`src/hw/cart_pkg.sv`:
```
// Download stream and cartridge profile definitions
// Widths of the host download port, the decoded beat and the published profile

`default_nettype none

package cart_pkg;

	// ========================================================================
	// Download port widths
	// ========================================================================
	typedef logic [26:0] ioctl_addr_t;   // Byte address of the download
	typedef logic [15:0] ioctl_data_t;   // One 16-bit download word
	typedef logic [7:0]  image_index_t;  // Image index from the host menu
	typedef logic [1:0]  cart_type_t;    // Index bits 7:6
	typedef logic [24:0] pak_addr_t;     // Word address, byte address bits 26:2

	localparam image_index_t INDEX_BIOS  = 8'd0;    // BIOS image
	localparam image_index_t INDEX_CODES = 8'd255;  // Cheat-code file

	// One registered write of a cartridge download
	typedef struct packed {
		logic        start;  // First cycle of a cartridge download
		logic        valid;  // Cartridge word this cycle
		ioctl_addr_t addr;
		ioctl_data_t data;
	} cart_beat_t;

	// Result handed to the console core
	typedef struct packed {
		logic       loaded;        // A cartridge has been seen
		cart_type_t cart_type;
		logic       flash_1m;      // Signature found in image
		logic       sram_quirk;
		logic       remap_quirk;
		pak_addr_t  max_pak_addr;  // Highest word written
	} cart_profile_t;

endpackage

`default_nettype wire

```
`src/hw/quirk_pkg.sv`:
```
// Header-ID location, flash signature and the cartridge quirk table
// Every entry in the table forces the SRAM quirk, some also the remap

`default_nettype none

package quirk_pkg;

	typedef logic [95:0] cart_id_t;  // 12 ASCII bytes, first char on top

	// ========================================================================
	// Header layout
	// ========================================================================
	localparam logic [22:0] HDR_LINE      = 23'hA;  // Line 'hA0..'hAF of the image
	localparam logic [3:0]  HDR_CHECK_OFS = 4'd12;  // ID complete at this offset

	// Backup type marker, searched anywhere in the image
	localparam logic [71:0] FLASH_SIG = "FLASH1M_V";

	// ========================================================================
	// Quirk table
	// ========================================================================
	localparam int QUIRK_COUNT = 5;

	// Short names are zero padded on the right
	localparam cart_id_t QUIRK_IDS [QUIRK_COUNT] = '{
		"ROCKY BOXING",            // Boxing title
		"DBZ LGCYGOKU",            // Fighting title
		{"IRIDIONII", 24'h000000}, // Shooter, both regions
		{"SUPER MARIO", 8'h00},    // NES reissue
		{"ZELDA 1", 40'h0}         // NES reissue
	};

	// Remap bit per entry, bit i belongs to QUIRK_IDS[i]
	localparam logic [QUIRK_COUNT-1:0] QUIRK_REMAP = 5'b11000;  // NES reissues only

endpackage

`default_nettype wire

```
`src/hw/download_decode.sv`:
```
// Download decoder
// Classifies the image index, registers the write stream
// and marks cartridge start and end

`timescale 1ns/1ps
`default_nettype none

module download_decode import cart_pkg::*; (
	input  wire logic         clk_sys,
	input  wire logic         reset,
	input  wire logic         ioctl_download,
	input  wire image_index_t ioctl_index,
	input  wire logic         ioctl_wr,
	input  wire ioctl_addr_t  ioctl_addr,
	input  wire ioctl_data_t  ioctl_data,
	output cart_beat_t        beat,
	output logic              cart_end,
	output cart_type_t        cart_type
);

	logic        is_cart;    // Cartridge image being sent right now
	logic        cart_dl;    // Registered cartridge flag
	logic        cart_dl_d;  // Previous value for edge detect
	logic        wr_q;       // Registered write strobe
	ioctl_addr_t addr_q;
	ioctl_data_t data_q;

	// BIOS and cheat codes never reach the detectors
	assign is_cart = ioctl_download && (ioctl_index != INDEX_BIOS) &&
		(ioctl_index != INDEX_CODES);

	always_ff @(posedge clk_sys) begin
		if (reset) begin
			cart_dl   <= 1'b0;
			cart_dl_d <= 1'b0;
			wr_q      <= 1'b0;
		end else begin
			cart_dl   <= is_cart;
			cart_dl_d <= cart_dl;
			wr_q      <= ioctl_wr && is_cart;  // Same stage as cart_dl
		end
	end

	// Payload follows the strobe, no reset
	always_ff @(posedge clk_sys) begin
		if (ioctl_wr) begin
			addr_q <= ioctl_addr;
			data_q <= ioctl_data;
		end
	end

	// Type comes from the index, stable for the whole download
	always_ff @(posedge clk_sys) begin
		if (reset)
			cart_type <= '0;
		else if (beat.start)
			cart_type <= ioctl_index[7:6];
	end

	always_comb begin
		beat.start = cart_dl && !cart_dl_d;  // Rising edge of the flag
		beat.valid = wr_q;
		beat.addr  = addr_q;
		beat.data  = data_q;
		cart_end   = cart_dl_d && !cart_dl;  // Falling edge
	end

endmodule

`default_nettype wire

```
`src/hw/flash_sig_detect.sv`:
```
// Flash signature detector
// Sliding byte window over the cartridge stream, checked at both
// byte alignments of every incoming word

`timescale 1ns/1ps
`default_nettype none

module flash_sig_detect import cart_pkg::*, quirk_pkg::*; (
	input  wire logic       clk_sys,
	input  wire logic       reset,
	input  wire cart_beat_t beat,
	output logic            flash_hit
);

	logic [63:0] window;   // Last 8 bytes, oldest byte on top
	logic [63:0] win_cur;  // Window as this beat sees it
	logic [7:0]  byte_lo;  // Even address, comes first
	logic [7:0]  byte_hi;
	logic        hit_lo;   // Signature ends on the low byte
	logic        hit_hi;   // Signature ends on the high byte

	always_comb begin
		byte_lo = beat.data[7:0];
		byte_hi = beat.data[15:8];
		win_cur = beat.start ? '0 : window;  // Nothing carried over from the last image
		hit_lo  = ({win_cur, byte_lo} == FLASH_SIG);
		hit_hi  = ({win_cur[55:0], byte_lo, byte_hi} == FLASH_SIG);
	end

	// Shift in two bytes per word
	always_ff @(posedge clk_sys) begin
		if (beat.valid)
			window <= {win_cur[47:0], byte_lo, byte_hi};
		else if (beat.start)
			window <= '0;
	end

	// Sticky until the next cartridge starts
	always_ff @(posedge clk_sys) begin
		if (reset)
			flash_hit <= 1'b0;
		else if (beat.valid && (hit_lo || hit_hi))
			flash_hit <= 1'b1;  // Wins over a start in the same beat
		else if (beat.start)
			flash_hit <= 1'b0;
	end

endmodule

`default_nettype wire

```
`src/hw/quirk_id_match.sv`:
```
// Header-ID matcher
// Gathers the 12-byte game ID from the cartridge header and looks it up
// in the quirk table to set the SRAM and remap quirks

`timescale 1ns/1ps
`default_nettype none

module quirk_id_match import cart_pkg::*, quirk_pkg::*; (
	input  wire logic       clk_sys,
	input  wire logic       reset,
	input  wire cart_beat_t beat,
	output logic            sram_quirk,
	output logic            remap_quirk
);

	cart_id_t               cart_id;   // Collected ID, first char in bits 95:88
	logic [3:0]             line_ofs;  // Byte offset inside the header line
	logic                   in_line;   // Beat lands in the ID line
	logic [6:0]             slot_lsb;  // Bit position of this word in cart_id
	logic [QUIRK_COUNT-1:0] id_match;  // One bit per table entry

	// ========================================================================
	// Decode and table lookup
	// ========================================================================
	always_comb begin
		line_ofs = beat.addr[3:0];
		in_line  = beat.valid && (beat.addr[26:4] == HDR_LINE);
		slot_lsb = {4'd10 - line_ofs, 3'd0};  // Offset 0 goes to the top word
		for (int i = 0; i < QUIRK_COUNT; i++) begin
			id_match[i] = (cart_id == QUIRK_IDS[i]);
		end
	end

	// Byte swap, the low byte holds the earlier character
	always_ff @(posedge clk_sys) begin
		if (in_line && (line_ofs < HDR_CHECK_OFS))
			cart_id[slot_lsb +: 16] <= {beat.data[7:0], beat.data[15:8]};
	end

	// ========================================================================
	// Quirk flags
	// ========================================================================
	always_ff @(posedge clk_sys) begin
		if (reset) begin
			sram_quirk  <= 1'b0;
			remap_quirk <= 1'b0;
		end else if (in_line && (line_ofs == HDR_CHECK_OFS)) begin
			sram_quirk  <= |id_match;                  // Every entry wants SRAM
			remap_quirk <= |(id_match & QUIRK_REMAP);
		end else if (beat.start) begin
			sram_quirk  <= 1'b0;                       // New image, forget old ID
			remap_quirk <= 1'b0;
		end
	end

endmodule

`default_nettype wire

```
`src/hw/cart_profile.sv`:
```
// Profile stage
// Tracks the last written address and publishes the combined
// cartridge profile when the download ends

`timescale 1ns/1ps
`default_nettype none

module cart_profile import cart_pkg::*; (
	input  wire logic       clk_sys,
	input  wire logic       reset,
	input  wire cart_beat_t beat,
	input  wire logic       cart_end,
	input  wire cart_type_t cart_type,
	input  wire logic       flash_hit,
	input  wire logic       sram_quirk,
	input  wire logic       remap_quirk,
	output cart_profile_t   profile,
	output logic            profile_valid
);

	ioctl_addr_t last_addr;  // Address of the most recent word
	logic        capture_d;  // Profile taken last cycle

	// Running last address, restarted with each cartridge
	always_ff @(posedge clk_sys) begin
		if (beat.valid)
			last_addr <= beat.addr;
		else if (beat.start)
			last_addr <= '0;
	end

	// ========================================================================
	// Capture and publish
	// ========================================================================
	always_ff @(posedge clk_sys) begin
		if (reset) begin
			profile       <= '0;
			profile_valid <= 1'b0;
			capture_d     <= 1'b0;
		end else begin
			capture_d <= cart_end;
			if (cart_end) begin
				profile.loaded       <= 1'b1;
				profile.cart_type    <= cart_type;
				profile.flash_1m     <= flash_hit;
				profile.sram_quirk   <= sram_quirk;
				profile.remap_quirk  <= remap_quirk;
				profile.max_pak_addr <= last_addr[26:2];  // Byte to word address
			end
			if (beat.start)
				profile_valid <= 1'b0;  // Old profile stale from here
			else if (capture_d)
				profile_valid <= 1'b1;  // One cycle after capture
		end
	end

endmodule

`default_nettype wire

```
`src/hw/cart_inspect_top.sv`:
```
// Cartridge inspection top level
// Decoder feeding the signature detector, the ID matcher and the profile stage

`timescale 1ns/1ps
`default_nettype none

module cart_inspect_top import cart_pkg::*; (
	input  wire logic         clk_sys,
	input  wire logic         reset,
	input  wire logic         ioctl_download,
	input  wire image_index_t ioctl_index,
	input  wire logic         ioctl_wr,
	input  wire ioctl_addr_t  ioctl_addr,
	input  wire ioctl_data_t  ioctl_data,
	output cart_profile_t     profile,
	output logic              profile_valid
);

	cart_beat_t beat;         // Shared decoded stream
	logic       cart_end;
	cart_type_t cart_type;
	logic       flash_hit;
	logic       sram_quirk;
	logic       remap_quirk;

	download_decode u_decode (
		.clk_sys(clk_sys), .reset(reset),
		.ioctl_download(ioctl_download), .ioctl_index(ioctl_index),
		.ioctl_wr(ioctl_wr), .ioctl_addr(ioctl_addr), .ioctl_data(ioctl_data),
		.beat(beat), .cart_end(cart_end), .cart_type(cart_type)
	);

	flash_sig_detect u_flash (  // Signature anywhere in the image
		.clk_sys(clk_sys), .reset(reset), .beat(beat), .flash_hit(flash_hit)
	);

	quirk_id_match u_quirk (
		.clk_sys(clk_sys), .reset(reset), .beat(beat),
		.sram_quirk(sram_quirk), .remap_quirk(remap_quirk)
	);

	cart_profile u_profile (
		.clk_sys(clk_sys), .reset(reset), .beat(beat),
		.cart_end(cart_end), .cart_type(cart_type), .flash_hit(flash_hit),
		.sram_quirk(sram_quirk), .remap_quirk(remap_quirk),
		.profile(profile), .profile_valid(profile_valid)
	);

endmodule

`default_nettype wire

```
`config.mk`:
```
export PLATFORM = sky130hd
export DESIGN_NAME = cart_inspect_top
export DESIGN_NICKNAME = d
export VERILOG_FILES = /design/src/hw/cart_pkg.sv /design/src/hw/quirk_pkg.sv /design/src/hw/download_decode.sv /design/src/hw/flash_sig_detect.sv /design/src/hw/quirk_id_match.sv /design/src/hw/cart_profile.sv /design/src/hw/cart_inspect_top.sv
export SDC_FILE = /design/constraint.sdc
export NUM_CORES = 1
export LEC_CHECK = 0
export BUFFER_PORTS_ARGS = -buffer_cell sky130_fd_sc_hd__buf_2
export CAP_MARGIN = 20
export CORE_AREA = 2 2 169 171
export DETAILED_ROUTE_END_ITERATION = 8
export DIE_AREA = 0 0 171 173
export GPL_TIMING_DRIVEN = 0
export PLACE_DENSITY = 0.56
export SLEW_MARGIN = 20
export SYNTH_ARGS = -nofsm -noshare
export SYNTH_HDL_FRONTEND = slang
export SYNTH_HIERARCHICAL = 1
export SYNTH_SLANG_ARGS = --single-unit
```
`constraint.sdc`:
```
create_clock -name clk_sys -period 3.35 [get_ports clk_sys]
set_clock_uncertainty 0.15 [all_clocks]
set_input_delay 0.335 -clock clk_sys [delete_from_list [all_inputs] [get_ports clk_sys]]
set_output_delay 0.335 -clock clk_sys [all_outputs]
set_load 0.02 [all_outputs]
```
==> metrics, run 1 <==
status=finished, final reports clean; final setup vio count=0; Slew HR=between 20% and 30%; worst vdd ir=about 0.00040 V; Die Width=171 microns; Wirelength per Cell=approximately 19 microns; synthesized flop and latch total=between 200 and 300; sw frac=24.18%; Max Cap Viol=0; max-slew violations=0; GR Util met2=about a third; Congestion Overflow GR=0; met1 Usage GRT=between 20% and 30%; DP Area=11920 sq um; fmax=about 310 MHz; Final Hold Viols=0; cell taking the most area after synthesis=edfxtp_1; initial antenna violation count=0; RSZ-0062 raised after global routing=true; hpwl dp=about 20 mm; Tmin final=between 3 and 4 ns; PD cells=between 500 and 600 nW/um^2; internal cell power=~5.7 mW; Seq/Total Area, Yosys=about 64%; ANT cells=0; P&R area growth vs syn=22.56%; WHS=roughly 0.14 ns; vias per cell=roughly 5.2; Critical Path RT=about 3.4 ns; Crit Path Max Fanout=9; CTS tree=built; first-pass GRT wire length=between 40 and 50 mm; Hold Path Class=in2reg; P_sw=about 1.8 mW; # DRC=0; vias in the first global route=around 7600; Worst Path Class, Setup=reg2reg; # IOs=87; Post-Syn Nets=~950; initial core utilization=about two fifths; CP startpoint kind=register; ratio of cells with drive above 1 in the final layout=between 15 and 20%; share of the synthesized area in the top cell type=44.73%; PnR worst setup slack=~0.087 ns; via count=~7600; top cells by area, synth=edfxtp_1 45%, dfxtp_1 19%, mux2i_1 7.3%; commonest non-fill, non-tap cell in the layout=nor2_1; Mapped Area=around 11000 sq um; Top Usage Layer GRT=met2; Reg2Reg Launch Point=u_decode/addr_q[0]; GP Congestion=slightly below 0.9; met3 Usage GRT=under 10%; Place WS=-0.3658 ns; die height=around 170 microns; total track usage=between 10% and 20%; Most used DFF post-synth=edfxtp_1; final core utilization=around half; slew of the pin with the lowest slew margin=between 1 and 1.5 ns; Sequential Power Share=about half; Gate power share=slightly below 9%; clock power share=between 40% and 50%; distinct cell type count after synthesis=62; drt pass-1 iters=5; CP startpoint=u_decode/addr_q[0]; Pleak=around 4.6 nW; Post-DRT Antenna Nets=0; H-tree Lvls=1; Root Driver=clkbuf_16; number of synthesized flops with an enable pin=roughly 160; worst hold start=ioctl_index[0]; clk buf depth=3; CTS clk-pin slew, worst paths=roughly 0.060 ns; final instance area=~13000 sq um; Rows=just over 60; Worst Setup End Kind=register; CORE AREA=around 28000 sq um; Nets=around 1100; Synth Warn #=6; Buffers on Ports=86; clk sinks=around 270; fin crit share=97.41%; Total Power=about 7.6 mW; commonest cells after routing, fill and taps aside=172 x nor2_1, 164 x edfxtp_1, 105 x dfxtp_1; Synth Area per Inst=roughly 12 sq um; CTS Buf Count=29; Initial DRC Count=608; die area=approximately 30000 sq um; WL final=between 20 and 30 mm; CP arrival=3.31 ns; largest net degree at the start of global routing=45; Syn Inst Count=888; Clk Latency, worst-skew pair=0.55 ns; async set-reset flop share out of synthesis=0%
[synth_stat cells (all sizes together), types with 2 or more instances]
| cell | n |
|---|---|
| a21oi | 8 |
| a22o | 30 |
| a22oi | 16 |
| a32o | 2 |
| and2 | 34 |
| and3 | 4 |
| and3b | 4 |
| and4b | 3 |
| buf | 22 |
| clkbuf | 17 |
| dfxtp | 105 |
| edfxtp | 164 |
| ha | 4 |
| inv | 6 |
| mux2 | 9 |
| mux2i | 80 |
| nand2 | 31 |
| nand2b | 2 |
| nand3 | 14 |
| nand3b | 3 |
| nand4 | 26 |
| nand4b | 10 |
| nor2 | 182 |
| nor2b | 6 |
| nor3 | 19 |
| nor3b | 5 |
| nor4 | 24 |
| nor4b | 15 |
| nor4bb | 7 |
| o21a | 3 |
| o21ai | 6 |
| o22ai | 2 |
| or2 | 4 |
| or4 | 3 |
| or4b | 3 |
| xnor2 | 3 |
| xor2 | 2 |
[metrics by stage]
step | setup TNS, ns | std cells
after floorplan | 0 | 888
after global placement | -11.13 | 1352
after detailed placement | -11.18 | 1352
after CTS | 0 | 1455
after global routing | -0.6552 | 1457
final | 0 | 1457
[worst max-delay path, stage by stage, from the launching register on]
cell and delay (ns):
edfxtp_1 0.43, buf_6 0.17, inv_1 0.13, ha_1 0.28
mux2_4 0.29, o21ai_4 0.20, xnor2_2 0.23, nand3_1 0.21
or2_1 0.28, buf_2 0.18, nor2_2 0.37
[per-layer routing]
layer	wire (microns)	up-vias
met5	0	-
met4	591	0
met3	1489	42
met2	13720	212
met1	12160	3715
li1	-	3626
[layout make-up]
type | instances | area, sq um
Buffer | 39 | 237.7
Clock buffer | 38 | 800.8
Clock inverter | 16 | 143.9
Fill cell | 2524 | 14140
Inverter | 6 | 22.52
Multi-Input combinational cell | 574 | 3827
Sequential cell | 269 | 7027
Tap cell | 378 | 473.0
Timing Repair Buffer | 137 | 960.9
[repair_timing]
action	in CTS	in global routing
endpoints found under the setup margin	72	72
resized for setup	12	10
pin swaps	0	1
hold buffers	49	0
setup buffers	0	2
endpoints found under the hold margin	48	0
[cell families (layout without fill, tap and decap cells)]
family | after synthesis | in the layout | share of synthesized area (%)
AO/OA/AOI/OAI | 73 | 73 | 5.171
AND/OR/NAND/NOR | 402 | 402 | 19.20
flip-flops | 269 | 269 | 63.83
buffers and inverters | 45 | 236 | 2.364
multiplexers | 89 | 89 | 8.228
adder cells (fa/ha/maj) | 5 | 5 | 0.5455
XOR/XNOR | 5 | 5 | 0.6705
[path summary, 6_finish.rpt]
path                                            end  slack (ns)  cells past startpoint
worst min-delay path                  u_decode/wr_q        0.14                      4
worst max register to register  u_quirk/cart_id[53]        0.09                     10
worst max-delay path            u_quirk/cart_id[53]        0.09                     10
worst min register to register    u_flash/flash_hit        0.31                      2
[flip-flops by register name (all words and copies together), names as in the netlist]
| name | count |
|---|---|
| u_decode/addr_q | 27 |
| u_decode/cart_dl | 1 |
| u_decode/cart_dl_d | 1 |
| u_decode/cart_type | 2 |
| u_decode/data_q | 16 |
| u_decode/wr_q | 1 |
| u_flash/flash_hit | 1 |
| u_flash/window | 64 |
| u_profile/capture_d | 1 |
| u_profile/last_addr | 25 |
| u_profile/profile | 31 |
| u_profile/profile_valid | 1 |
| u_quirk/cart_id | 96 |
| u_quirk/remap_quirk | 1 |
| u_quirk/sram_quirk | 1 |
[power by group through the flow]
| stage | Sequential (mW) | Combinational (mW) | Clock [mW] |
|---|---|---|---|
| detailed placement | 3.82 | 0.595 | 0 |
| CTS | 3.75 | 0.650 | 3.22 |
| floorplan | 3.77 | 0.401 | 0 |
| global placement | 3.82 | 0.589 | 0 |
| finish | 3.75 | 0.664 | 3.14 |
| global route | 3.76 | 0.729 | 3.35 |
Note: power is estimated with default switching activity, not from simulation.
==> inputs of run 2 (changes only) <==
--- a/config.mk
+++ b/config.mk
@@ -5,13 +5,14 @@
 export SDC_FILE = /design/constraint.sdc
 export NUM_CORES = 1
 export LEC_CHECK = 0
+export ABC_AREA = 1
 export BUFFER_PORTS_ARGS = -buffer_cell sky130_fd_sc_hd__buf_2
 export CAP_MARGIN = 20
-export CORE_AREA = 2 2 169 171
+export CORE_AREA = 2 2 179 181
 export DETAILED_ROUTE_END_ITERATION = 8
-export DIE_AREA = 0 0 171 173
+export DIE_AREA = 0 0 181 183
 export GPL_TIMING_DRIVEN = 0
-export PLACE_DENSITY = 0.56
+export PLACE_DENSITY = 0.55
 export SLEW_MARGIN = 20
 export SYNTH_ARGS = -nofsm -noshare
 export SYNTH_HDL_FRONTEND = slang
==> run 2 against run 1 <==
  * Die area grew 12%
  * Area after synthesis grew 11%
  * Critical path depth grew 4
  * Non-clock buffer count grew 17
  * Routed wire length grew 21%
  * Count of clock-buffer cells in the layout grew 2
  * Sequential power is essentially flat
  * Power grew 5.1%
  * Setup slack gained 0.13 ns
  * Combinational power grew 38%
  * Fmax grew 4.0%
  * Critical path type unchanged
  * Largest cell class unchanged
==> metrics, run 2 <==
status=finished, final reports clean; die height=183 microns; clk buf depth=3; Initial DRC Count=approximately 660; commonest cells after routing, fill and taps aside=372 x nor2_1, 332 x nand2_1, 199 x inv_1; Hold EP=u_decode/cart_dl; worst reg2reg endpoint=u_quirk/cart_id[52]; Post-DRT Antenna Nets=0; Reg2Reg Setup Slack=0.21 ns; async set-reset flop share out of synthesis=0%; max reg flops=96; Most flops, register=u_quirk/cart_id; Final Hold Viols=0; Reg2Reg Launch Point=u_decode/addr_q[0]; fmax=318.7 MHz; crit-path max cell delay=0.42 ns; slew of the pin with the lowest slew margin=between 1 and 1.5 ns; CTS Buf Count=29; Gate power share=a little under an eighth; CP arrival=about 3.3 ns; # DRC=0; Post-Syn Nets=between 1500 and 2000; Max Cap Viol=0; Root Driver=clkbuf_16; Buffers on Ports=86; vias per cell=around 4.8; clock power share=around two fifths; ANT cells=0; WL final=33.78 mm; Worst Path Class, Setup=reg2reg; cell taking the most area after synthesis=edfxtp_1; RSZ-0062 raised after global routing=false; Wirelength per Cell=~16 microns; Hold Path Class=in2reg; Synth Area per Inst=8.255 sq um; CTS tree=built; Most used DFF post-synth=edfxtp_1; total track usage=between 20% and 30%; Tmin final=3.138 ns; DP Area=between 10000 and 15000 sq um; largest net degree at the start of global routing=45; drt pass-1 iters=5; hpwl dp=25.10 mm; Congestion Overflow GR=0; number of synthesized flops with an enable pin=about 160; Syn Inst Count=around 1500; synthesized flop and latch total=~270; top flop regs=u_quirk/cart_id (96), u_flash/window (64), u_profile/profile (31); critical path's slowest cell=edfxtp_1; initial core utilization=about two fifths; fin crit share=between 90% and 100%; CP startpoint kind=register; CTS clk-pin slew, worst paths=0.06 ns; commonest non-fill, non-tap cell in the layout=nor2_1; die area=around 33000 sq um; R2R depth=14; placed cell count=about 2000; P_sw=around 2.0 mW; Clk Latency, worst-skew pair=between 0.5 and 0.6 ns; final setup vio count=0; P&R area growth vs syn=21.41%; sw frac=around 26%; Pleak=6.006 nW; clk sinks=269; Seq/Total Area, Yosys=between 50% and 60%; Sequential Power Share=47.3%; # IOs=a little under 90; PD cells=approximately 530 nW/um^2; Mapped Area=~12000 sq um; hold depth=7; Nets=1715; share of the synthesized area in the top cell type=about 40%; Synth Warn #=6; Critical Path RT=3.46 ns; first-pass GRT wire length=about 53 mm; vias in the first global route=9626; worst vdd ir=~0.00036 V; Crit Path Max Fanout=11; H-tree Lvls=1; initial antenna violation count=0; final core utilization=approximately 48%; Critical Path, Cell by Cell=inv_2 -> buf_2 -> buf_4 -> ha_1 -> clkbuf_2 -> nand2_1 -> nor2_1 -> nand2_1 -> nand2_4 -> nor2_8 -> nand2_2 -> buf_6 -> nor3_4 -> buf_12; distinct cell type count after synthesis=43; most frequent cell after synthesis=nor2_1; internal cell power=about 5.9 mW; Die Width=181 microns; via count=9955; GP Congestion=approximately 0.92; Rows=65; CORE AREA=around 31000 sq um; Slew HR=approximately a third; final instance area=14880 sq um; most used cell, CP=nand2_1; ratio of cells with drive above 1 in the final layout=12.51%; worst hold start=ioctl_index[4]; max-slew violations=0; Worst Setup End Kind=register; top cells by area, synth=edfxtp_1 40%, dfxtp_1 17%, nor2_1 12%; fin cells=2081; most common library cells after synthesis=381 x nor2_1, 332 x nand2_1, 199 x inv_1
==> run 2: stage by stage <==
stage               total power [mW]  TNS [ns]  hold WS (ns)  setup slack [ns]
global placement               4.655    -47.61        0.2614           -0.6260
global route                   8.258         0       0.08222          0.005898
detailed placement             4.663    -52.74        0.2692           -0.6519
finish                         7.941         0       0.04572            0.2125
floorplan                      4.347         0        0.2541            0.1783
CTS                            8.008         0       0.01696           0.06651
==> run 2: final cells by class <==
class                   count  area, sq um
fillers                  3134        16350
flip-flops and latches    269         7027
multi-input cells         959         4244
repair buffers            140         1028
clock buffers              40        860.8
inverters                 204        765.7
well taps                 402        503.0
plain buffers              53        326.6
clock inverters            14        128.9
==> run 2: routing by layer <==
metal	share of wire (%)	vias up	track usage (%)
met5	0	-	0
met4	3.4	0	7.610
met3	5.5	73	2.542
met2	48	272	36.00
met1	43	4566	26.32
li1	-	5044	-
==> run 2: cell families (layout without fill, tap and decap cells) <==
family / count (synthesis) / after routing / synth area share (%)
flops: 269 / 269 / 57.32
simple gates: 829 / 829 / 27.46
buf+inv: 257 / 451 / 8.879
xor+xnor: 3 / 3 / 0.2756
fa+ha+maj: 4 / 4 / 0.4083
compound gates: 123 / 123 / 5.654
==> run 2: power by group through the flow <==
stage                     Combinational [mW]  Clock, mW  Sequential [mW]
final                                  0.913       3.28             3.75
after global routing                    1.01       3.48             3.76
after CTS                              0.904       3.35             3.75
after detailed placement               0.838          0             3.82
after global placement                 0.833          0             3.82
after floorplan                        0.541          0             3.81
==> run 2: how the worst max path moves through the flow <==
stage,depth (start not counted),slack (ns),start,to
CTS,12,0.07,u_decode/addr_q[0],u_quirk/cart_id[24]
floorplan,12,0.18,u_decode/addr_q[0],u_quirk/cart_id[64]
detailed placement,12,-0.65,u_decode/addr_q[0],u_quirk/cart_id[83]
finish,14,0.21,u_decode/addr_q[0],u_quirk/cart_id[52]
global route,12,0.006,u_decode/addr_q[0],u_quirk/cart_id[85]
global placement,12,-0.63,u_decode/addr_q[0],u_quirk/cart_id[84]
==> run 2: what timing repair did <==
| action | CTS | global route |
|---|---|---|
| pin swaps | 2 | 7 |
| gates resized for setup | 19 | 5 |
| endpoints found under the hold margin | 52 | 0 |
| hold buffers | 47 | 0 |
| setup endpoints to repair | 139 | 94 |
| setup buffers | 2 | 5 |
==> run 2: critical path, delay by kind of cell (launching register included) <==
| family | cells | cell delay (ns) |
|---|---|---|
| buffers and inverters | 6 | 1.03 |
| adders and majority gates | 1 | 0.25 |
| and+or+nand+nor | 7 | 0.97 |
| DFF | 1 | 0.42 |
